## config.mk

```make
export PLATFORM = sky130hd
export DESIGN_NAME = mem_access
export DESIGN_NICKNAME = d
export VERILOG_FILES = /design/src/hw/slurm_isa_pkg.sv /design/src/hw/slurm_pipe_pkg.sv /design/src/hw/mem_access.sv
export SDC_FILE = /design/constraint.sdc
export NUM_CORES = 2
export LEC_CHECK = 0
export BUFFER_PORTS_ARGS = -buffer_cell sky130_fd_sc_hd__buf_2
export CAP_MARGIN = 0
export CELL_PAD_IN_SITES_DETAIL_PLACEMENT = 1
export CELL_PAD_IN_SITES_GLOBAL_PLACEMENT = 2
export CORE_ASPECT_RATIO = 0.9
export CORE_UTILIZATION = 51
export CTS_CLUSTER_SIZE = 30
export DETAILED_ROUTE_END_ITERATION = 10
export PLACE_DENSITY = 0.81
export SYNTH_ARGS = -nofsm -noshare
export SYNTH_HDL_FRONTEND = slang
export SYNTH_SLANG_ARGS = --single-unit
```

## constraint.sdc

```tcl
create_clock -name clk -period 8.3 [get_ports clk]
set_clock_uncertainty 0.05 [all_clocks]
set_input_delay 0 -clock clk [delete_from_list [all_inputs] [get_ports clk]]
set_output_delay 0 -clock clk [all_outputs]
set_load 0.03 [all_outputs]
```

## src/hw/slurm_isa_pkg.sv

```systemverilog
// Instruction set definitions for the back end; import into stages that decode instructions.
`default_nettype none

package slurm_isa_pkg;

	localparam int DATA_BITS = 16; // Fixed by the instruction format.

	typedef logic [DATA_BITS-1:0] instr_t;
	typedef logic [3:0]           reg_idx_t;

	// ##################################################################
	// Field positions
	// ##################################################################
	localparam int OPC_MSB    = 15;
	localparam int OPC_LSB    = 12;
	localparam int DEST3_MSB  = 11; // Three-register destination.
	localparam int DEST3_LSB  = 8;
	localparam int DEST_MSB   = 7;
	localparam int DEST_LSB   = 4;
	localparam int SRC_MSB    = 3;  // Also the condition code.
	localparam int SRC_LSB    = 0;
	localparam int LS_DIR_BIT = 8;  // Zero means load.
	localparam int LINK_BIT   = 8;
	localparam int POKE_BIT   = 8;

	// Other opcode classes do nothing in the back end.
	typedef enum logic [3:0] {
		alu_single         = 4'h1,
		alu_reg_reg        = 4'h2,
		alu_reg_imm        = 4'h3,
		branch             = 4'h4,
		load_store         = 4'h5,
		byte_load_store    = 4'h6,
		byte_load_sx       = 4'h7,
		peek_poke          = 4'h8,
		cond_mov           = 4'h9,
		three_reg_cond_alu = 4'ha
	} op_class_t;

	localparam reg_idx_t LINK_REGISTER           = 4'd15;
	localparam reg_idx_t INTERRUPT_LINK_REGISTER = 4'd14;

	// Codes 9 to 15 never pass.
	typedef enum logic [3:0] {
		eq = 4'd0, ne = 4'd1, cs = 4'd2, cc = 4'd3,
		mi = 4'd4, pl = 4'd5, vs = 4'd6, vc = 4'd7,
		al = 4'd8
	} cond_t;

	typedef struct packed {
		logic z;
		logic c;
		logic s;
		logic v;
	} flags_t;

	// ##################################################################
	// Field decode helpers
	// ##################################################################
	function automatic op_class_t op_class(instr_t ins);
		return op_class_t'(ins[OPC_MSB:OPC_LSB]);
	endfunction

	function automatic reg_idx_t reg_dest(instr_t ins);
		return ins[DEST_MSB:DEST_LSB];
	endfunction

	function automatic reg_idx_t reg_dest3(instr_t ins);
		return ins[DEST3_MSB:DEST3_LSB];
	endfunction

	function automatic reg_idx_t reg_src(instr_t ins);
		return ins[SRC_MSB:SRC_LSB];
	endfunction

	function automatic logic is_store(instr_t ins);
		return ins[LS_DIR_BIT];
	endfunction

	function automatic logic is_link(instr_t ins);
		return ins[LINK_BIT];
	endfunction

	function automatic logic is_poke(instr_t ins);
		return ins[POKE_BIT];
	endfunction

	function automatic logic cond_passes(instr_t ins, flags_t f);
		case (cond_t'(ins[SRC_MSB:SRC_LSB]))
			eq:      return f.z;
			ne:      return !f.z;
			cs:      return f.c;
			cc:      return !f.c;
			mi:      return f.s;
			pl:      return !f.s;
			vs:      return f.v;
			vc:      return !f.v;
			al:      return 1'b1;
			default: return 1'b0;
		endcase
	endfunction

endpackage

`default_nettype wire

```

## src/hw/slurm_pipe_pkg.sv

```systemverilog
// Payload and bus structs passed between back-end stages; import where the structs are built.
`default_nettype none

package slurm_pipe_pkg;

	// ##################################################################
	// Pipeline payloads
	// ##################################################################

	// Item handed over by the execute stage.
	typedef struct packed {
		slurm_isa_pkg::instr_t instruction;
		logic [15:0]           alu_out;
		logic [15:0]           store_data;
		logic [15:0]           pc;
		slurm_isa_pkg::flags_t flags;
		logic                  cond_pass;  // Condition resolved upstream.
		logic                  irq_return;
	} issue_t;

	typedef issue_t st3_t; // Stage 3 carries the issue item unchanged.

	typedef struct packed {
		slurm_isa_pkg::instr_t instruction;
		logic [15:0]           alu_out;
		logic [15:0]           pc;
		slurm_isa_pkg::flags_t flags;
		logic                  cond_pass;
		logic                  irq_return;
		logic [15:0]           mem_rdata;  // Writeback picks the byte lane.
		logic [15:0]           port_rdata;
		logic [1:0]            byte_mask;  // 10 high, 01 low, 11 word.
	} st4_t;

	// ##################################################################
	// Buses
	// ##################################################################
	typedef struct packed {
		logic [15:0] addr;
		logic [15:0] wdata;
		logic        write; // Set for a poke.
	} io_req_t;

	typedef struct packed {
		logic                    en;
		slurm_isa_pkg::reg_idx_t sel;
		logic [15:0]             data;
	} rf_wr_t;

endpackage

`default_nettype wire

```

## src/hw/mem_access.sv

```systemverilog
// Stage 3 of the back end: data memory, byte lanes and the I/O port handshake.
`default_nettype none

module mem_access #(
	parameter int MEM_WORDS = 256
) (
	input  logic                   clk,
	input  logic                   rst,
	input  logic                   st3_valid,
	input  slurm_pipe_pkg::st3_t   st3,
	input  logic                   io_ack,
	input  logic [15:0]            io_rdata,
	output logic                   stall,
	output slurm_pipe_pkg::io_req_t io,
	output logic                   io_req,
	output slurm_pipe_pkg::st4_t   st4_next,
	output logic                   st4_next_valid
);
	import slurm_isa_pkg::*;

	localparam int ADDR_BITS = $clog2(MEM_WORDS);

	typedef enum logic [1:0] {idle, wait_ack, wait_release} io_state_t;

	logic [1:0][7:0]      mem [MEM_WORDS]; // Two byte lanes per word.
	logic [ADDR_BITS-1:0] word_addr;
	logic [1:0]           byte_mask;
	logic [15:0]          mem_wdata;
	logic                 is_byte;
	logic                 mem_we;
	logic                 is_io;
	logic                 io_done;
	io_state_t            state_q;
	io_state_t            state_d;
	logic [15:0]          port_rdata_q;

	// ##################################################################
	// Data memory
	// ##################################################################
	assign word_addr = st3.alu_out[ADDR_BITS:1]; // Bit 0 selects the byte.
	assign is_byte   = (op_class(st3.instruction) == byte_load_store) ||
	                   (op_class(st3.instruction) == byte_load_sx);

	// Even address is the high byte.
	assign byte_mask = !is_byte ? 2'b11 : (st3.alu_out[0] ? 2'b01 : 2'b10);
	assign mem_wdata = is_byte ? {2{st3.store_data[7:0]}} : st3.store_data;

	assign mem_we = st3_valid && is_store(st3.instruction) &&
	                ((op_class(st3.instruction) == load_store) ||
	                 (op_class(st3.instruction) == byte_load_store));

	always_ff @(posedge clk) begin
		if (mem_we && byte_mask[1]) begin
			mem[word_addr][1] <= mem_wdata[15:8];
		end
		if (mem_we && byte_mask[0]) begin
			mem[word_addr][0] <= mem_wdata[7:0];
		end
	end

	// ##################################################################
	// I/O handshake
	// ##################################################################
	assign is_io   = st3_valid && (op_class(st3.instruction) == peek_poke);
	assign io_done = (state_q == wait_release) && !io_ack; // Release seen.

	always_comb begin
		state_d = state_q;
		case (state_q)
			idle:         if (is_io && !io_ack) state_d = wait_ack;
			wait_ack:     if (io_ack) state_d = wait_release;
			wait_release: if (!io_ack) state_d = idle;
			default:      state_d = idle;
		endcase
	end

	always_ff @(posedge clk) begin
		if (rst) begin
			state_q <= idle;
		end else begin
			state_q <= state_d;
		end
	end

	// Peek data sampled with the acknowledge.
	always_ff @(posedge clk) begin
		if (state_q == wait_ack && io_ack) begin
			port_rdata_q <= io_rdata;
		end
	end

	assign io_req   = (state_q == wait_ack);
	assign io.addr  = st3.alu_out;
	assign io.wdata = st3.store_data;
	assign io.write = is_poke(st3.instruction);

	assign stall = is_io && !io_done;

	// Next stage gets a bubble while held.
	assign st4_next_valid = st3_valid && !stall;

	always_comb begin
		st4_next.instruction = st3.instruction;
		st4_next.alu_out     = st3.alu_out;
		st4_next.pc          = st3.pc;
		st4_next.flags       = st3.flags;
		st4_next.cond_pass   = st3.cond_pass;
		st4_next.irq_return  = st3.irq_return;
		st4_next.mem_rdata   = mem[word_addr];
		st4_next.port_rdata  = port_rdata_q;
		st4_next.byte_mask   = byte_mask;
	end

endmodule

`default_nettype wire

```

==> results by group <==
Outcome
  – Run status: finished, violations left
  – Failing checks: capacitance limit

Place
  – # port buffers: 126
  – Dpl cells: 11,000
  – Dpl cell area: 163,000 um2
  – Setup WS pre-CTS: 3150 ps
  – RePlAce Congestion: 0.806
  – Post-DP HPWL: 240,000 um

GRT
  – Total GRT Usage: 26.9%
  – Initial antenna violation count: 25
  – Vias in the first global route: 80,200
  – Global route total overflow: 0
  – First-pass GRT wire length: 599,000 um
  – Largest net degree at the start of global routing: 162

Power
  – Power Density: 246 nW/um2
  – Static Leak: 53.8 nW
  – Tot Pwr: 43.5 mW
  – Worst vdd ir: 0.180 mV

Final layout
  – Nets: 7,475
  – Final Util: 57.6%
  – Non-filler instance count after layout: 11,800
  – Share of cells above drive strength 1: 25.3%
  – Area grow syn2layout: 12.2%
  – Post-layout instance area: 177,000 um2
  – Commonest non-fill, non-tap cell in the layout: edfxtp_1
  – Most frequent cells in the layout: edfxtp_1 (4,112), mux4_2 (1,024), nor2_1 (519)

Logic synthesis
  – Syn Nets: 7,240
  – Synth Cell Area: 158,000 um2
  – Ys Warns: 0
  – Asr flop ratio synth: 0%
  – Syn Inst Count: 7,150
  – Post-synthesis sequential area ratio: 78.4%
  – Cell variety after synth: 29
  – Syn_area_per_cell: 22.0 um2
  – Post-synth EDFFs: 4,112
  – #FFs+latches synth: 4,114
  – Main flop type after synthesis: edfxtp_1

Clock tree
  – Hold_buf cts: 88
  – TritonCTS clock tree: done
  – Postcts setup bufs: 0
  – # clock sinks: 4,114
  – Number of buffers created by CTS: 406
  – Root buf cell: clkbuf_16
  – Clock buffer depth: 4
  – Post-CTS Resized: 0
  – Worst-path clk slew: 60 ps
  – H-tree depth: 5
  – Worst-Skew Late Latency: 920 ps

Worst setup path
  – WP data arrival: 5110 ps
  – Worst Reg-to-Reg Cells: 3
  – Slowest CP cell: o41ai_1
  – Worst-path cell chain: buf_12 > buf_12 > buf_4 > buf_4 > mux4_2 > a22oi_1 > a21oi_1 > o41ai_1 > buf_4 > nand4_1 > buf_2
  – Reg-to-reg slack, setup: 6600 ps
  – Nature of the critical path startpoint: input port
  – CP max FO: 78
  – Req. time, crit path: 8250 ps
  – CP dominant cell by count: buf_4
  – CP Class: input port to output port
  – Worst Setup End Kind: output port
  – R2r endpoint: port_rdata_q[3]$_DFFE_PP_
  – Reg-to-Reg Start: state_q[0]$_SDFFE_PP0P_
  – Slowest cell delay on critical path: 960 ps

Route
  – Initial DRC Count: 11,000
  – Antenna Nets Post-Route: 0
  – Average wire per standard cell: 35.6 um
  – Drt first pass iters: 6
  – Total Wirelength: 421,000 um
  – Vias post-DR: 77,800
  – Number of remaining DRC errors: 0
  – Vias/cell: 6.58

Worst hold path
  – Worst hold path cell count: 2
  – Hold Path End: mem[37][10]$_DFFE_PP_
  – Hold Crit Class: input port to flop
  – Hold Startpoint: st3[32]

STA
  – Setup total negative slack: 0 ps
  – Final min period: 5160 ps
  – Unrepaired setup endpoints after global routing: no
  – Actual slew at the worst max-slew pin: 1470 ps
  – Min Hold Slack: 60.0 ps
  – Final cycle utilization of the critical path: 62.2%
  – Worst setup margin: 3140 ps
  – FMAX: 194 MHz
  – Final Max Tran Viols: 0
  – Relative slew margins: 1.05%
  – Final setup viols: 0
  – Final Hold Vio Count: 0

Floorplan
  – Area of the die: 311,000 um2
  – Core region area: 307,000 um2
  – Top Ports: 214
  – Die height: 529 um
  – Core Rows: 193
  – Die X: 588 um
  – Initial Util: 51.3%

Run
  – Max Cap Viol: 1
## metal layers
metal  vias up  wire [um]  track usage [%]
li1      30700          -                -
met4        10      14600             8.92
met1     41900     164000             38.0
met2      4434     203000             43.0
met5         -         55                0
met3       737      39500             4.95
## kinds of logic after synthesis
kind of cell | share of synthesized area [%]
and+or+nand+nor | 1.53
AOI/OAI and AO/OA | 3.62
buffers and inverters | 1.75
DFF | 78.4
xor gates and xnor gates | 0.0111
muxes | 14.7
## area by class of cell
cell class | count | area (um2)
Fill cell | 25600 | 130000
Sequential cell | 4114 | 124000
Multi-Input combinational cell | 2482 | 31700
Clock buffer | 474 | 10600
Tap cell | 4095 | 5120
Timing Repair Buffer | 377 | 3180
Clock inverter | 265 | 2630
Antenna cell | 14 | 35.0
Inverter | 4 | 15.0
## registers in the layout, indices dropped and copies added (netlist names)
| register | flops |
|---|---|
| mem | 4096 |
| port_rdata_q | 16 |
| state_q | 2 |
## how the worst max path moves through the flow
stage            start                    to  slack (ps)  cells past startpoint
3_3_place_gp   st3[39]          st4_next[18]        3090                     11
4_1_cts        st3[39]          st4_next[18]        3110                     11
5_1_grt        st3[39]          st4_next[18]        2920                     11
6_report       st3[39]          st4_next[18]        3140                     11
3_5_place_dp   st3[39]          st4_next[18]        3150                     11
2_1_floorplan  st3[69]  mem[0][10]$_DFFE_PP_        5380                      3
## synth_stat cells (3+ instances only)
cell / instances / area share (%)
a21oi_1: 257 / 0.82
a22oi_1: 512 / 2.4
and2_1: 3 / 0.012
buf_1: 41 / 0.098
buf_2: 77 / 0.24
buf_4: 97 / 0.46
buf_6: 28 / 0.20
clkbuf_1: 307 / 0.73
edfxtp_1: 4112 / 78
inv_1: 4 / 0.0095
mux2_2: 8 / 0.057
mux4_2: 1024 / 15
nand2_1: 46 / 0.11
nand3_1: 6 / 0.019
nand4_1: 16 / 0.064
nor2_1: 523 / 1.2
nor2b_1: 7 / 0.028
nor3_1: 5 / 0.016
o41ai_1: 64 / 0.36
## worst max-delay path: cells and delay by family
| kind | cells | cell delay (ps) |
|---|---|---|
| buf+inv | 6 | 2790 |
| simple gates | 1 | 200 |
| mux | 1 | 540 |
| compound gates | 3 | 1290 |
## power breakdown
part	total (mW)	internal, mW	switching, mW
clock	18.4	10.6	7.89
combinational	2.11	0.663	1.45
sequential	22.9	22.9	0.00124
Power figures use the tool's default switching activity.
