## src/hw/slurm_isa_pkg.sv

```systemverilog
// Instruction set definitions for the back end; import into stages that decode instructions.
`default_nettype none

package slurm_isa_pkg;

	localparam int DATA_BITS = 16; // Fixed by the instruction format.

	typedef logic [DATA_BITS-1:0] instr_t;
	typedef logic [3:0]           reg_idx_t;

	// ##################################################################
	// Field positions
	// ##################################################################
	localparam int OPC_MSB    = 15;
	localparam int OPC_LSB    = 12;
	localparam int DEST3_MSB  = 11; // Three-register destination.
	localparam int DEST3_LSB  = 8;
	localparam int DEST_MSB   = 7;
	localparam int DEST_LSB   = 4;
	localparam int SRC_MSB    = 3;  // Also the condition code.
	localparam int SRC_LSB    = 0;
	localparam int LS_DIR_BIT = 8;  // Zero means load.
	localparam int LINK_BIT   = 8;
	localparam int POKE_BIT   = 8;

	// Other opcode classes do nothing in the back end.
	typedef enum logic [3:0] {
		alu_single         = 4'h1,
		alu_reg_reg        = 4'h2,
		alu_reg_imm        = 4'h3,
		branch             = 4'h4,
		load_store         = 4'h5,
		byte_load_store    = 4'h6,
		byte_load_sx       = 4'h7,
		peek_poke          = 4'h8,
		cond_mov           = 4'h9,
		three_reg_cond_alu = 4'ha
	} op_class_t;

	localparam reg_idx_t LINK_REGISTER           = 4'd15;
	localparam reg_idx_t INTERRUPT_LINK_REGISTER = 4'd14;

	// Codes 9 to 15 never pass.
	typedef enum logic [3:0] {
		eq = 4'd0, ne = 4'd1, cs = 4'd2, cc = 4'd3,
		mi = 4'd4, pl = 4'd5, vs = 4'd6, vc = 4'd7,
		al = 4'd8
	} cond_t;

	typedef struct packed {
		logic z;
		logic c;
		logic s;
		logic v;
	} flags_t;

	// ##################################################################
	// Field decode helpers
	// ##################################################################
	function automatic op_class_t op_class(instr_t ins);
		return op_class_t'(ins[OPC_MSB:OPC_LSB]);
	endfunction

	function automatic reg_idx_t reg_dest(instr_t ins);
		return ins[DEST_MSB:DEST_LSB];
	endfunction

	function automatic reg_idx_t reg_dest3(instr_t ins);
		return ins[DEST3_MSB:DEST3_LSB];
	endfunction

	function automatic reg_idx_t reg_src(instr_t ins);
		return ins[SRC_MSB:SRC_LSB];
	endfunction

	function automatic logic is_store(instr_t ins);
		return ins[LS_DIR_BIT];
	endfunction

	function automatic logic is_link(instr_t ins);
		return ins[LINK_BIT];
	endfunction

	function automatic logic is_poke(instr_t ins);
		return ins[POKE_BIT];
	endfunction

	function automatic logic cond_passes(instr_t ins, flags_t f);
		case (cond_t'(ins[SRC_MSB:SRC_LSB]))
			eq:      return f.z;
			ne:      return !f.z;
			cs:      return f.c;
			cc:      return !f.c;
			mi:      return f.s;
			pl:      return !f.s;
			vs:      return f.v;
			vc:      return !f.v;
			al:      return 1'b1;
			default: return 1'b0;
		endcase
	endfunction

endpackage

`default_nettype wire

```

## src/hw/slurm_pipe_pkg.sv

```systemverilog
// Payload and bus structs passed between back-end stages; import where the structs are built.
`default_nettype none

package slurm_pipe_pkg;

	// ##################################################################
	// Pipeline payloads
	// ##################################################################

	// Item handed over by the execute stage.
	typedef struct packed {
		slurm_isa_pkg::instr_t instruction;
		logic [15:0]           alu_out;
		logic [15:0]           store_data;
		logic [15:0]           pc;
		slurm_isa_pkg::flags_t flags;
		logic                  cond_pass;  // Condition resolved upstream.
		logic                  irq_return;
	} issue_t;

	typedef issue_t st3_t; // Stage 3 carries the issue item unchanged.

	typedef struct packed {
		slurm_isa_pkg::instr_t instruction;
		logic [15:0]           alu_out;
		logic [15:0]           pc;
		slurm_isa_pkg::flags_t flags;
		logic                  cond_pass;
		logic                  irq_return;
		logic [15:0]           mem_rdata;  // Writeback picks the byte lane.
		logic [15:0]           port_rdata;
		logic [1:0]            byte_mask;  // 10 high, 01 low, 11 word.
	} st4_t;

	// ##################################################################
	// Buses
	// ##################################################################
	typedef struct packed {
		logic [15:0] addr;
		logic [15:0] wdata;
		logic        write; // Set for a poke.
	} io_req_t;

	typedef struct packed {
		logic                    en;
		slurm_isa_pkg::reg_idx_t sel;
		logic [15:0]             data;
	} rf_wr_t;

endpackage

`default_nettype wire

```

## src/hw/cpu_writeback.sv

```systemverilog
// Stage 4 of the back end: picks the destination register and the value written to it.
`default_nettype none

module cpu_writeback (
	input  logic                   st4_valid,
	input  slurm_pipe_pkg::st4_t   st4,
	output slurm_pipe_pkg::rf_wr_t rf_wr
);
	import slurm_isa_pkg::*;

	instr_t      ins;
	logic [7:0]  lane;
	logic [15:0] byte_zx;
	logic [15:0] byte_sx;

	assign ins = st4.instruction;

	// ##################################################################
	// Byte load data
	// ##################################################################
	assign lane    = (st4.byte_mask == 2'b10) ? st4.mem_rdata[15:8] : st4.mem_rdata[7:0];
	assign byte_zx = {8'h00, lane};
	assign byte_sx = {{8{lane[7]}}, lane}; // Copy bit 7 upward.

	// ##################################################################
	// Destination and value select
	// ##################################################################
	always_comb begin
		rf_wr.en   = 1'b0;
		rf_wr.sel  = '0;
		rf_wr.data = '0;

		if (!st4_valid) begin
			rf_wr.en = 1'b0; // Bubble.
		end else if (st4.irq_return) begin
			// Return address of the interrupted flow.
			rf_wr.en   = 1'b1;
			rf_wr.sel  = INTERRUPT_LINK_REGISTER;
			rf_wr.data = st4.pc;
		end else begin
			case (op_class(ins))
				alu_single: begin
					rf_wr.en   = 1'b1;
					rf_wr.sel  = reg_src(ins); // Operand is also the target.
					rf_wr.data = st4.alu_out;
				end
				alu_reg_reg, alu_reg_imm: begin
					rf_wr.en   = 1'b1;
					rf_wr.sel  = reg_dest(ins);
					rf_wr.data = st4.alu_out;
				end
				branch: begin
					if (is_link(ins)) begin
						rf_wr.en   = 1'b1;
						rf_wr.sel  = LINK_REGISTER;
						rf_wr.data = st4.pc + 16'd2;
					end
				end
				load_store: begin
					if (!is_store(ins)) begin
						rf_wr.en   = 1'b1;
						rf_wr.sel  = reg_dest(ins);
						rf_wr.data = st4.mem_rdata;
					end
				end
				byte_load_store: begin
					if (!is_store(ins)) begin
						rf_wr.en   = 1'b1;
						rf_wr.sel  = reg_dest(ins);
						rf_wr.data = byte_zx;
					end
				end
				byte_load_sx: begin
					rf_wr.en   = 1'b1; // Load only class.
					rf_wr.sel  = reg_dest(ins);
					rf_wr.data = byte_sx;
				end
				peek_poke: begin
					if (!is_poke(ins)) begin
						rf_wr.en   = 1'b1;
						rf_wr.sel  = reg_dest(ins);
						rf_wr.data = st4.port_rdata;
					end
				end
				cond_mov: begin
					// Flags are the ones carried with this item.
					if (cond_passes(ins, st4.flags)) begin
						rf_wr.en   = 1'b1;
						rf_wr.sel  = reg_dest(ins);
						rf_wr.data = st4.alu_out;
					end
				end
				three_reg_cond_alu: begin
					if (st4.cond_pass) begin
						rf_wr.en   = 1'b1;
						rf_wr.sel  = reg_dest3(ins);
						rf_wr.data = st4.alu_out;
					end
				end
				default: rf_wr.en = 1'b0; // Stores, pokes and unknown classes.
			endcase
		end
	end

endmodule

`default_nettype wire

```

## config.mk

```make
export PLATFORM = sky130hd
export DESIGN_NAME = cpu_writeback
export DESIGN_NICKNAME = d
export VERILOG_FILES = /design/src/hw/slurm_isa_pkg.sv /design/src/hw/slurm_pipe_pkg.sv /design/src/hw/cpu_writeback.sv
export SDC_FILE = /design/constraint.sdc
export NUM_CORES = 1
export LEC_CHECK = 0
export BUFFER_PORTS_ARGS = -buffer_cell sky130_fd_sc_hd__buf_2
export CORE_MARGIN = 3
export CORE_UTILIZATION = 39
export DETAILED_ROUTE_END_ITERATION = 12
export GPL_TIMING_DRIVEN = 1
export PLACE_DENSITY = 0.8
export SYNTH_ARGS = -nofsm -noshare
export SYNTH_HDL_FRONTEND = slang
export SYNTH_SLANG_ARGS = --single-unit
```

## constraint.sdc

```tcl
create_clock -name vclk -period 2
set_input_delay 0.4 -clock vclk [all_inputs]
set_output_delay 0.4 -clock vclk [all_outputs]
set_load 0.1 [all_outputs]
```

==> impl_results.md, run 1 <==
- Syn Nets: 316
- Routability cong.: 0.8917
- Log Error: [ERROR GRT-0116] Global routing finished with congestion. Check the congestion regions in the DRC Viewer.
- Congestion Overflow GR: 3
- Die X: around 69 um
- Synth Instances: 226
- PortBufs: between 100 and 150
- Register area share after synthesis: 0%
- IO Pins: 110
- First-pass GRT wire length: 22.85 mm
- Hold-fix buffers at CTS: 0
- GR Util All Layers: 67.49%
- Failing step: 5_1_grt
- Synth warnings: 0
- Synth unique cells: 52
- Starting density of the core: 41.18%
- Mean area per synthesized cell: 6.771 um^2
- Largest net degree at the start of global routing: 21
- Post-DP HPWL: 7.623 mm
- Status: did not finish
- Mapped Area: ~1500 um^2
- Vias in the first global route: approximately 3900
- # rows: 22
- Die H: 68.64 um
per-layer routing:
metal  overflow  global-route usage [%]
met2          1                   84.39
met5          0                   21.25
met4          2                   67.49
met1          0                   65.26
met3          0                   54.29
cell families after synthesis:
family	count (synthesis)	share of synthesized area, %
fa+ha+maj	1	0.8175
xor+xnor	14	8.013
simple gates	90	32.71
buf+inv	23	8.422
compound gates	92	45.79
mux	6	4.252
through the flow:
stage | utilization, % | worst slack [ns] | cell area, um^2 | cells | setup TNS, ns
2_1_floorplan | - | -0.3295 | 1982 | 226 | -5.119
3_3_place_gp | 89.73 | -0.3750 | 3334 | 436 | -6.595
3_5_place_dp | 89.73 | -0.4062 | 3334 | 436 | -7.711
4_1_cts | 96.97 | -0.3243 | 3603 | 445 | -6.107
repair_timing:
action                                 CTS
gates resized for setup                 37
endpoints found under the hold margin    0
setup endpoints to repair               21
pin swaps                               22
gates cloned                             1
setup buffers                           11
cells in the mapped netlist (5+ instances only):
master,number,area [um^2]
nand2_1,18,67.56
nand3_1,18,90.09
o21ai_0,16,80.08
nor2_1,15,56.30
xor2_1,10,87.58
a31oi_1,8,50.05
o21ai_1,8,40.04
o31ai_1,8,60.06
a221oi_1,7,61.31
buf_2,7,35.03
nor3_1,7,35.03
a21oi_1,6,30.03
a22o_1,5,43.79
buf_4,5,37.54
inv_1,5,18.77
mux2i_1,5,50.05
nor2b_1,5,31.28
o211ai_1,5,37.54
==> run 2: changes to the inputs <==
--- a/config.mk
+++ b/config.mk
@@ -7,10 +7,10 @@
 export LEC_CHECK = 0
 export BUFFER_PORTS_ARGS = -buffer_cell sky130_fd_sc_hd__buf_2
 export CORE_MARGIN = 3
-export CORE_UTILIZATION = 39
+export CORE_UTILIZATION = 35
 export DETAILED_ROUTE_END_ITERATION = 12
 export GPL_TIMING_DRIVEN = 1
-export PLACE_DENSITY = 0.8
+export PLACE_DENSITY_LB_ADDON = 0.15
 export SYNTH_ARGS = -nofsm -noshare
 export SYNTH_HDL_FRONTEND = slang
 export SYNTH_SLANG_ARGS = --single-unit
==> constraint.sdc (replaced) <==
create_clock -name vclk -period 2.6
set_input_delay 0.52 -clock vclk [all_inputs]
set_output_delay 0.52 -clock vclk [all_outputs]
set_load 0.1 [all_outputs]
==> run 2 against run 1 <==
  * The flow now finishes, with violations (negative setup slack)
  * Area after synthesis unchanged
  * Synthesized cell count unchanged
==> impl_results.md, run 2 <==
- Die X: 72.12 um (+5.1%)
- Crit path kind: in2out
- Critical path launch point: st4[86]
- Min-Delay Path Class: in2out
- Maximum VDD drop: 149.3 uV
- Slew Viols, Final: 0
- Most frequent cells in the layout: buf_2, buf_4, buf_12
- Vias in the first global route: 2532
- PortBufs: 110 (unchanged)
- FF+latch area: 0 um^2
- DRC marker count from the first detailed-route iteration: 207
- Pre-antenna DRT Iters: 6
- Pre-CTS WS: -0.2284 ns (+0.1778 ns)
- LEAKAGE: 0.001458 uW
- Wire per inst: 18.79 um
- CP bufs+invs: 5
- GR Util All Layers: approximately a quarter
- Layout Nets: 465
- Layout cells sized above 1: 60.32%
- Clkbuf count: 0
- Reg power frac: 0%
- Top post-synthesis cells by area: nand3_1, xor2_1, o21ai_0, nand2_1, a221oi_1
- Post-route ant nets: 0
- Fin. Hold Viols: 0
- Startpoint types: primary input
- Initial antenna violation count: 0
- Max-slew headroom: 71.18%
- Net switching power: slightly below 400 uW
- Yosys top cell by area: nand3_1
- Congestion Overflow GR: 0
- Status: finished, violations left
- Synth top area share: 5.887% (unchanged)
- Core ar.: 4115 um^2
- Data required, critical path: ~2.1 ns
- RSZ-0062 raised after global routing: yes
- Critical path peak fanout: 15
- Crit-path slowest cell: a311oi_2
- Max-cap viol count: 0
- Register area share after synthesis: 0% (unchanged)
- Final setup viols: 15
- Mean area per synthesized cell: 6.771 um^2 (unchanged)
- IO Pins: 110 (unchanged)
- CP Cell Sequence: buf_12 -> buf_12 -> nor2b_4 -> nand2_1 -> a311oi_2 -> buf_4 -> buf_12 -> o21ai_1 -> a21oi_4 -> buf_12
- Post-layout minimum cycle time: 2.645 ns
- Largest net degree at the start of global routing: 21
- DRT Wirelength: 7.969 mm
- Setup ws final: -0.04526 ns
- Crit path max-delay family: buffers and inverters
- Synth unique cells: 52 (unchanged)
- Setup crit end: rf_wr[6]
- Die H: 72.12 um (+5.1%)
- F_max: 378.0 MHz
- Synth Instances: 226 (unchanged)
- Mapped Area: 1530 um^2 (unchanged)
- Post-DP HPWL: 5.715 mm (-25%)
- CP arrival: 2.13 ns
- Starting density of the core: 37.18% (-4.0 points)
- Routability cong.: 0.9046 (+1.4%)
- Internal power: 278.9 uW
- Worst-Margin Slew: 0.4323 ns
- Post-route DRC: 0
- Syn Nets: 316 (unchanged)
- Area growth syn-to-layout: 117.3%
- Total chip power: 668.7 uW
- Synth warnings: 0 (unchanged)
- Leading cell type in the layout, fill and taps excluded: buf_2
- Sw Ratio: 58.29%
- Worst Hold Slack: 1.451 ns
- FILL cells: roughly 250
- Worst Setup End Kind: primary output
- Failing checks: negative setup slack
- Crit-path max cell delay: 0.22 ns
- Cell repeated most along the worst path: buf_12
- Cell depth of the worst setup path: 10
- Clk pwr share: 0%
- First-pass GRT wire length: 11.39 mm
- Die area: 5201 um^2
- Final period utilization: 101.7%
- Cell Pwr Density: 201.1 nW/um^2
- Via count: around 2600
- Top post-synthesis cells by count: nand2_1, nand3_1, o21ai_0, nor2_1, xor2_1
- # rows: 23 (+4.5%)
- Logic pwr share: between 90% and 100%
- FF+latch count: 0
- DR vias/cell: between 6 and 7
- Setup TNS: -0.3233 ns
run 2: cell counts after synthesis:
No cell type changed its count.
run 2: power groups by stage:
stage | Sequential (uW) | Combinational (uW) | Clock (uW)
finish | 0 | 669 | 0.0000515
CTS | 0 | 621 | 0
global placement | 0 | 600 | 0
detailed placement | 0 | 603 | 0
floorplan | 0 | 346 | 0
global route | 0 | 697 | 0
run 2: layer usage:
metal	global-route usage [%]	part of all wire, %
met5	0	0
met4	5.846	2.1
met3	4.294	8.4
met2	46.41	49
met1	33.53	40
run 2: cell type report:
class / count / area (um^2) / area share, %
inverter: 5 / 18.77 / 0.5643
tap: 50 / 62.56 / 1.881
timing repair buffer: 165 / 1378 / 41.42
multi-input combinational: 203 / 1864 / 56.06
antenna: 1 / 2.502 / 0.07524
run 2: logic make-up (layout without fill, tap and decap cells):
group	Yosys count	in the layout	synth area share [%]
and+or+nand+nor	90	90	32.71
buffers and inverters	23	170	8.422
adders and majority gates	1	1	0.8175
AOI/OAI and AO/OA	92	92	45.79
xor gates and xnor gates	14	14	8.013
muxes	6	6	4.252
other	0	1	0
run 2: per-stage QoR:
step | cells | utilization, % | instance area, um^2
finish | 424 | 80.81 | 3326
global placement | 412 | 71.18 | 2929
floorplan | 226 | - | 1755
global route | 423 | 80.75 | 3323
CTS | 417 | 74.28 | 3057
detailed placement | 412 | 71.18 | 2929
run 2: worst min path at each step:
stage | slack [ns] | cells after the start | end | startpoint
after floorplan | 1.32 | 2 | rf_wr[16] | st4[76]
after global placement | 1.47 | 4 | rf_wr[2] | st4[58]
after detailed placement | 1.47 | 4 | rf_wr[0] | st4[40]
after CTS | 1.47 | 4 | rf_wr[0] | st4[40]
after global routing | 1.45 | 4 | rf_wr[1] | st4[57]
final | 1.45 | 4 | rf_wr[1] | st4[57]
run 2: worst min-delay path, stage by stage:
cell and delay (ns):
buf_2 0.12, o21ai_4 0.07, a21oi_4 0.06, buf_12 0.16
run 2: repair_timing:
action / in CTS / in global routing
gates resized for setup: 13 / 44
setup endpoints to repair: 17 / 20
setup buffers: 5 / 6
pin swaps: 6 / 23
gates cloned: 0 / 1
hold buffers: 0 / 0
No activity file was read; power rests on OpenSTA's default activity.
