===== config.mk =====
export PLATFORM = sky130hd
export DESIGN_NAME = register_file
export DESIGN_NICKNAME = d
export VERILOG_FILES = /design/src/hw/slurm_isa_pkg.sv /design/src/hw/slurm_pipe_pkg.sv /design/src/hw/register_file.sv
export SDC_FILE = /design/constraint.sdc
export NUM_CORES = 1
export LEC_CHECK = 0
export BUFFER_PORTS_ARGS = -buffer_cell sky130_fd_sc_hd__buf_2
export CAP_MARGIN = 20
export CORE_MARGIN = 5
export CORE_UTILIZATION = 41
export CTS_CLUSTER_SIZE = 20
export DETAILED_ROUTE_END_ITERATION = 8
export GPL_TIMING_DRIVEN = 0
export PLACE_DENSITY_LB_ADDON = 0.1
export SYNTH_ARGS = -nofsm -noshare
export SYNTH_HDL_FRONTEND = slang
export SYNTH_SLANG_ARGS = --single-unit

===== constraint.sdc =====
create_clock -name clk -period 4.5 [get_ports clk]
set_input_delay 0.9 -clock clk [delete_from_list [all_inputs] [get_ports clk]]
set_output_delay 0.9 -clock clk [all_outputs]
set_load 0.02 [all_outputs]

===== src/hw/slurm_isa_pkg.sv =====
// Instruction set definitions for the back end; import into stages that decode instructions.
`default_nettype none

package slurm_isa_pkg;

	localparam int DATA_BITS = 16; // Fixed by the instruction format.

	typedef logic [DATA_BITS-1:0] instr_t;
	typedef logic [3:0]           reg_idx_t;

	// ##################################################################
	// Field positions
	// ##################################################################
	localparam int OPC_MSB    = 15;
	localparam int OPC_LSB    = 12;
	localparam int DEST3_MSB  = 11; // Three-register destination.
	localparam int DEST3_LSB  = 8;
	localparam int DEST_MSB   = 7;
	localparam int DEST_LSB   = 4;
	localparam int SRC_MSB    = 3;  // Also the condition code.
	localparam int SRC_LSB    = 0;
	localparam int LS_DIR_BIT = 8;  // Zero means load.
	localparam int LINK_BIT   = 8;
	localparam int POKE_BIT   = 8;

	// Other opcode classes do nothing in the back end.
	typedef enum logic [3:0] {
		alu_single         = 4'h1,
		alu_reg_reg        = 4'h2,
		alu_reg_imm        = 4'h3,
		branch             = 4'h4,
		load_store         = 4'h5,
		byte_load_store    = 4'h6,
		byte_load_sx       = 4'h7,
		peek_poke          = 4'h8,
		cond_mov           = 4'h9,
		three_reg_cond_alu = 4'ha
	} op_class_t;

	localparam reg_idx_t LINK_REGISTER           = 4'd15;
	localparam reg_idx_t INTERRUPT_LINK_REGISTER = 4'd14;

	// Codes 9 to 15 never pass.
	typedef enum logic [3:0] {
		eq = 4'd0, ne = 4'd1, cs = 4'd2, cc = 4'd3,
		mi = 4'd4, pl = 4'd5, vs = 4'd6, vc = 4'd7,
		al = 4'd8
	} cond_t;

	typedef struct packed {
		logic z;
		logic c;
		logic s;
		logic v;
	} flags_t;

	// ##################################################################
	// Field decode helpers
	// ##################################################################
	function automatic op_class_t op_class(instr_t ins);
		return op_class_t'(ins[OPC_MSB:OPC_LSB]);
	endfunction

	function automatic reg_idx_t reg_dest(instr_t ins);
		return ins[DEST_MSB:DEST_LSB];
	endfunction

	function automatic reg_idx_t reg_dest3(instr_t ins);
		return ins[DEST3_MSB:DEST3_LSB];
	endfunction

	function automatic reg_idx_t reg_src(instr_t ins);
		return ins[SRC_MSB:SRC_LSB];
	endfunction

	function automatic logic is_store(instr_t ins);
		return ins[LS_DIR_BIT];
	endfunction

	function automatic logic is_link(instr_t ins);
		return ins[LINK_BIT];
	endfunction

	function automatic logic is_poke(instr_t ins);
		return ins[POKE_BIT];
	endfunction

	function automatic logic cond_passes(instr_t ins, flags_t f);
		case (cond_t'(ins[SRC_MSB:SRC_LSB]))
			eq:      return f.z;
			ne:      return !f.z;
			cs:      return f.c;
			cc:      return !f.c;
			mi:      return f.s;
			pl:      return !f.s;
			vs:      return f.v;
			vc:      return !f.v;
			al:      return 1'b1;
			default: return 1'b0;
		endcase
	endfunction

endpackage

`default_nettype wire


===== src/hw/slurm_pipe_pkg.sv =====
// Payload and bus structs passed between back-end stages; import where the structs are built.
`default_nettype none

package slurm_pipe_pkg;

	// ##################################################################
	// Pipeline payloads
	// ##################################################################

	// Item handed over by the execute stage.
	typedef struct packed {
		slurm_isa_pkg::instr_t instruction;
		logic [15:0]           alu_out;
		logic [15:0]           store_data;
		logic [15:0]           pc;
		slurm_isa_pkg::flags_t flags;
		logic                  cond_pass;  // Condition resolved upstream.
		logic                  irq_return;
	} issue_t;

	typedef issue_t st3_t; // Stage 3 carries the issue item unchanged.

	typedef struct packed {
		slurm_isa_pkg::instr_t instruction;
		logic [15:0]           alu_out;
		logic [15:0]           pc;
		slurm_isa_pkg::flags_t flags;
		logic                  cond_pass;
		logic                  irq_return;
		logic [15:0]           mem_rdata;  // Writeback picks the byte lane.
		logic [15:0]           port_rdata;
		logic [1:0]            byte_mask;  // 10 high, 01 low, 11 word.
	} st4_t;

	// ##################################################################
	// Buses
	// ##################################################################
	typedef struct packed {
		logic [15:0] addr;
		logic [15:0] wdata;
		logic        write; // Set for a poke.
	} io_req_t;

	typedef struct packed {
		logic                    en;
		slurm_isa_pkg::reg_idx_t sel;
		logic [15:0]             data;
	} rf_wr_t;

endpackage

`default_nettype wire


===== src/hw/register_file.sv =====
// General register file of the back end; one write port from writeback, two read ports out.
`default_nettype none

module register_file (
	input  logic                                 clk,
	input  logic                                 rst,
	input  slurm_pipe_pkg::rf_wr_t               rf_wr,
	input  slurm_isa_pkg::reg_idx_t              rd_a_sel,
	input  slurm_isa_pkg::reg_idx_t              rd_b_sel,
	output logic [slurm_isa_pkg::DATA_BITS-1:0]  rd_a_data,
	output logic [slurm_isa_pkg::DATA_BITS-1:0]  rd_b_data
);
	import slurm_isa_pkg::*;

	logic [DATA_BITS-1:0] regs [16];

	// ##################################################################
	// Write port
	// ##################################################################
	always_ff @(posedge clk) begin
		if (rst) begin
			for (int i = 0; i < 16; i++) begin
				regs[i] <= '0;
			end
		end else if (rf_wr.en) begin
			regs[rf_wr.sel] <= rf_wr.data;
		end
	end

	// ##################################################################
	// Read ports
	// ##################################################################

	// A write shows only after the edge.
	assign rd_a_data = (rd_a_sel == '0) ? '0 : regs[rd_a_sel]; // r0 is hardwired.
	assign rd_b_data = (rd_b_sel == '0) ? '0 : regs[rd_b_sel];

endmodule

`default_nettype wire


==> results of run 1 <==
[metrics by stage]
step / hold slack (ns) / utilization / instances / setup WS [ns] / area, um^2
final: 0.730 / 0.463 / 1478 / 0.485 / 15000
after global routing: 0.739 / 0.463 / 1477 / 0.422 / 14900
after floorplan: 1.10 / - / 933 / 1.40 / 13300
after global placement: 1.28 / 0.439 / 1432 / 0.530 / 14200
after CTS: 0.719 / 0.463 / 1477 / 0.544 / 14900
after detailed placement: 1.28 / 0.439 / 1432 / 0.538 / 14200
[layout make-up]
cell class,count,area (um^2)
Inverter,1,3.75
Sequential cell,241,7240
Fill cell,2904,17300
Buffer,83,487
Clock inverter,14,88.8
Clock buffer,31,691
Multi-Input combinational cell,608,5600
Timing Repair Buffer,57,285
Antenna cell,1,2.50
Tap cell,442,553
[synthesized netlist by cell type (2+ instances only)]
| master | n |
|---|---|
| nand2b_1 | 2 |
| a2111oi_1 | 3 |
| a211oi_1 | 3 |
| o22ai_1 | 14 |
| buf_4 | 8 |
| buf_6 | 9 |
| and2_1 | 242 |
| clkbuf_1 | 30 |
| a2111oi_2 | 6 |
| buf_2 | 29 |
| mux2i_1 | 105 |
| nand2b_4 | 3 |
| nor2_4 | 9 |
| nand2_4 | 2 |
| edfxtp_1 | 241 |
| mux4_2 | 67 |
| a22oi_1 | 15 |
| nor2_1 | 15 |
| mux2_2 | 17 |
| a221o_1 | 15 |
| buf_12 | 2 |
| nand2_1 | 2 |
| clkbuf_2 | 4 |
| or2_2 | 16 |
| nor3_4 | 3 |
| a21oi_1 | 47 |
| nor2_2 | 3 |
| a2111oi_0 | 6 |
[path summary, 6_finish.rpt]
path,from,to,depth (start not counted)
worst max-delay path,rd_b_sel[3],rd_b_data[5],8
worst min-delay path,rf_wr[15],regs[4][15],2
[metal layers]
metal  vias to the layer above  share of wire
met2                       301           0.49
met4                         0          0.025
met3                        73          0.063
met5                         -              0
met1                      4295           0.42
li1                       3722              -
[power by group through the flow]
stage	Sequential, mW	Combinational, mW	Clock (mW)
2_1_floorplan	2.68	0.476	0
3_3_place_gp	2.71	0.746	0
3_5_place_dp	2.71	0.749	0
4_1_cts	2.67	0.751	2.04
5_1_grt	2.68	0.791	2.14
6_report	2.67	0.748	2.03
[logic make-up (layout without fill, tap and decap cells)]
kind of cell / after synthesis / after routing / synth area share
AOI/OAI and AO/OA: 112 / 112 / 0.0600
muxes: 189 / 189 / 0.206
buffers and inverters: 84 / 186 / 0.0368
DFF: 241 / 241 / 0.543
other: 0 / 1 / 0
and+or+nand+nor: 307 / 307 / 0.154
==> impl_metrics.py, run 1 <==
metrics = {
    "synth": {
        "yosys_register_bits": 241,
        "synthFlopType": "edfxtp_1",
        "synthTopCellsByArea": "edfxtp_1 (54%), and2_1 (11%), mux4_2 (11%)",
        "synth_top_area_share": 0.543,
        "yosysTopAreaCell": "edfxtp_1",
        "synth_fp_nets": 964,
        "synth_warnings": 0,
        "async_reset_ff_frac": 0,
        "synth_edf_count": 241,
        "yosysSeqAreaShare": 0.543,
        "syn_inst": 933,
        "syn_area_um2": 13300,
        "avgSynthCellArea_um2": 14.3,
        "yosysUniqueCellTypes": 43,
    },
    "power_and_ir_drop": {
        "peakVddDrop_mv": 0.271,
        "switching_power_mw": 1.42,
        "power-per-cell-area_nw_per_um2": 364,
        "p_comb_frac": 0.137,
        "power_mw": 5.45,
        "clkPwrFrac": 0.373,
        "p_seq_frac": 0.490,
        "leakagePower_nw": 5.43,
        "switching_share": 0.261,
        "p_int_mw": 4.03,
    },
    "timing": {
        "tightest_slew_ns": 0.809,
        "slew_violations": 0,
        "hold_viol_final": 0,
        "fmax_ghz": 0.249,
        "maxSlewHeadroom": 0.447,
        "period_share": 0.892,
        "period_needed_ns": 4.01,
        "setup_tns_ns": 0,
        "setup_viol": 0,
        "rsz0062_at_grt": "no",
    },
    "clocking": {
        "root_buffer": "clkbuf_16",
        "cts.htree.levels": 1,
        "cts_resized": 0,
        "post-cts-setup-buffers": 0,
        "cts_buffers": 27,
        "clkSlewWorstSetupHoldPaths_ns": 0.06,
        "cts_tree": "yes",
        "hold_buffers": 0,
        "clk_path_buf_depth": 3,
        "cts.sinks": 241,
    },
    "grt": {
        "met1_usage": 0.321,
        "grt_overflow": 0,
        "grt_pass1_wl_um": 61200,
        "grt_use_total": 0.236,
        "grt_max_degree": 17,
        "antenna_found_initial": 0,
        "busiest_layer": "met2",
        "grt_pass1_vias": 8641,
        "grt_util_met2": 0.406,
        "grt_util_met3": 0.0315,
    },
    "floorplan": {
        "initial_core_util": 0.413,
        "fp-row-count": 66,
        "dieArea_um2": 36200,
        "core_um2": 32300,
        "pin_count": 63,
        "die_h_um": 190,
        "die_w_um": 190,
    },
    "worst_setup_path": {
        "cp-start-kind": "input pin",
        "cp.arrival_ns": 3.11,
        "critical-path-top-delay-family": "buffers and inverters",
        "cp-end-kind": "output pin",
        "crit_path_cell_trace": "buf_2, and2_1, clkbuf_1, clkbuf_1, a22oi_1, a21oi_1, a21oi_1, buf_2",
        "required_ns": 3.60,
        "worstPathMaxFanout": 10,
        "crit_slowest_cell": "clkbuf_1",
        "critical_path_class": "in2out",
        "critical-path-max-stage-delay_ns": 0.64,
        "critPathBufInv": 4,
    },
    "final_layout": {
        "layout_commonest_cell": "and2_1",
        "reg.largest.list": "regs: 241 flops",
        "top_register": "regs",
        "most-common-layout-cells": "and2_1 (242), edfxtp_1 (241), mux2i_1 (105)",
        "nNetsFinal": 1050,
        "layout-drive-gt1-share": 0.266,
        "largest_register_ff_count": 241,
        "area_growth_pct": 12.2,
    },
    "route": {
        "drc": 0,
        "post_drt_wl_per_cell_um": 29.0,
        "viasPerCell": 5.68,
        "ant_nets": 0,
        "dr.first_iter.drc_count": 655,
        "finalWirelength_um": 42900,
        "first_pass_iters": 5,
        "num_vias": 8391,
    },
    "job": {
        "drv_cap": 0,
    },
    "hold_path": {
        "hold_class": "in2reg",
    },
    "place": {
        "hpwlAfterDp_um": 29600,
        "routabilityCongestion": 0.830,
        "port_buffers": 57,
    },
    "run_status": {
        "status": "complete, no violations",
    },
}
Note: power is estimated with default switching activity, not from simulation.
==> inputs of run 2 (changes only) <==
CORE_ASPECT_RATIO = 0.7   (was default)
CORE_UTILIZATION = 65   (was 41)
SLEW_MARGIN = 40   (was default)
==> impl_metrics.py, run 2 (synthesis gave the netlist of run 1 again) <==
metrics = {
    "final_layout": {
        "layout-drive-gt1-share": 0.270,
        "top_register": "regs",
        "reg.largest.list": "regs: 241 flops",
        "largest_register_ff_count": 241,
        "layout_commonest_cell": "and2_1",
        "area_growth_pct": 10.7,
        "finish.utilization": 0.739,
        "fin_cells": 1304,
        "nNetsFinal": 1047,
        "most-common-layout-cells": "and2_1 (242), edfxtp_1 (241), mux2i_1 (105)",
    },
    "floorplan": {
        "core_um2": 20000,
        "dieArea_um2": 23500,
        "pin_count": 63,
        "die_h_um": 130,
        "fp-row-count": 43,
        "initial_core_util": 0.668,
        "die_w_um": 181,
    },
    "clocking": {
        "hold_buffers": 0,
        "cts_buffers": 24,
        "post-cts-setup-buffers": 0,
        "clkSlewWorstSetupHoldPaths_ns": 0.06,
        "cts_resized": 0,
        "clk_path_buf_depth": 3,
        "cts_tree": "yes",
        "cts.sinks": 241,
        "cts.htree.levels": 1,
        "root_buffer": "clkbuf_16",
    },
    "timing": {
        "rsz0062_at_grt": "no",
        "maxSlewHeadroom": 0.399,
        "setup_viol": 0,
        "period_share": 0.855,
        "tightest_slew_ns": 0.901,
        "fmax_ghz": 0.260,
        "hold_viol_final": 0,
        "period_needed_ns": 3.85,
        "setup_tns_ns": 0,
        "slew_violations": 0,
        "hold_ws_ns": 0.731,
    },
    "job": {
        "drv_cap": 0,
    },
    "grt": {
        "grt_max_degree": 17,
        "grt_pass1_wl_um": 56400,
        "grt_use_total": 0.330,
        "grt_overflow": 0,
        "grt_pass1_vias": 8769,
        "antenna_found_initial": 1,
    },
    "route": {
        "dr.first_iter.drc_count": 1468,
        "post_drt_wl_per_cell_um": 29.9,
        "finalWirelength_um": 39000,
        "drc": 0,
        "viasPerCell": 6.89,
        "ant_nets": 0,
        "num_vias": 8984,
        "first_pass_iters": 5,
    },
    "place": {
        "routabilityCongestion": 0.953,
        "hpwlAfterDp_um": 26300,
        "port_buffers": 57,
        "dp_cells": 1260,
    },
    "power_and_ir_drop": {
        "power-per-cell-area_nw_per_um2": 371,
        "peakVddDrop_mv": 0.315,
        "leakagePower_nw": 5.43,
        "power_mw": 5.48,
    },
    "run_status": {
        "status": "complete, no violations",
    },
    "hold_path": {
        "hold_class": "in2reg",
        "min-delay-start": "rf_wr[15]",
    },
    "worst_setup_path": {
        "critical_path_class": "in2out",
        "crit_start": "rd_b_sel[3]",
        "cp-start-kind": "input pin",
        "cp-end-kind": "output pin",
        "cp.arrival_ns": 2.95,
        "required_ns": 3.60,
        "worstPathMaxFanout": 10,
    },
}
-- run 2: per-layer routing --
| layer | vias up | routed length (um) | track usage |
|---|---|---|---|
| li1 | 3719 | - | - |
| met1 | 4416 | 15100 | 0.483 |
| met2 | 747 | 17500 | 0.508 |
| met3 | 100 | 4920 | 0.0652 |
| met4 | 2 | 1490 | 0.107 |
| met5 | - | 7 | 0 |
-- run 2: final timing paths --
path	cells after the start	slack [ns]	to
worst min-delay path	2	0.73	regs[2][15]
worst max-delay path	7	0.65	rd_b_data[5]
-- run 2: stage by stage --
step	setup slack, ns	cell area (um^2)
finish	0.652	14800
global route	0.668	14800
CTS	0.726	14800
detailed placement	0.765	14000
global placement	0.776	14000
floorplan	1.40	13300
-- run 2: final cells by class --
class | instances | area, um^2
inverter | 1 | 3.75
sequential | 241 | 7240
buffer | 83 | 487
tap | 270 | 338
multi-input combinational | 608 | 5600
antenna | 1 | 2.50
timing repair buffer | 57 | 285
fill | 1276 | 5200
clock buffer | 28 | 637
clock inverter | 15 | 164
-- run 2: critical path: stages --
cell	delay [ns]
buf_2	0.19
buf_2	0.35
buf_2	0.41
mux4_2	0.37
mux2i_1	0.33
a21oi_1	0.17
buf_2	0.21
-- run 2: power by group --
part / switching (mW) / leakage (nW) / internal [mW]
clock network: 0.880 / 0.379 / 1.19
registers: 0.0727 / 2.30 / 2.60
logic: 0.448 / 2.75 / 0.285
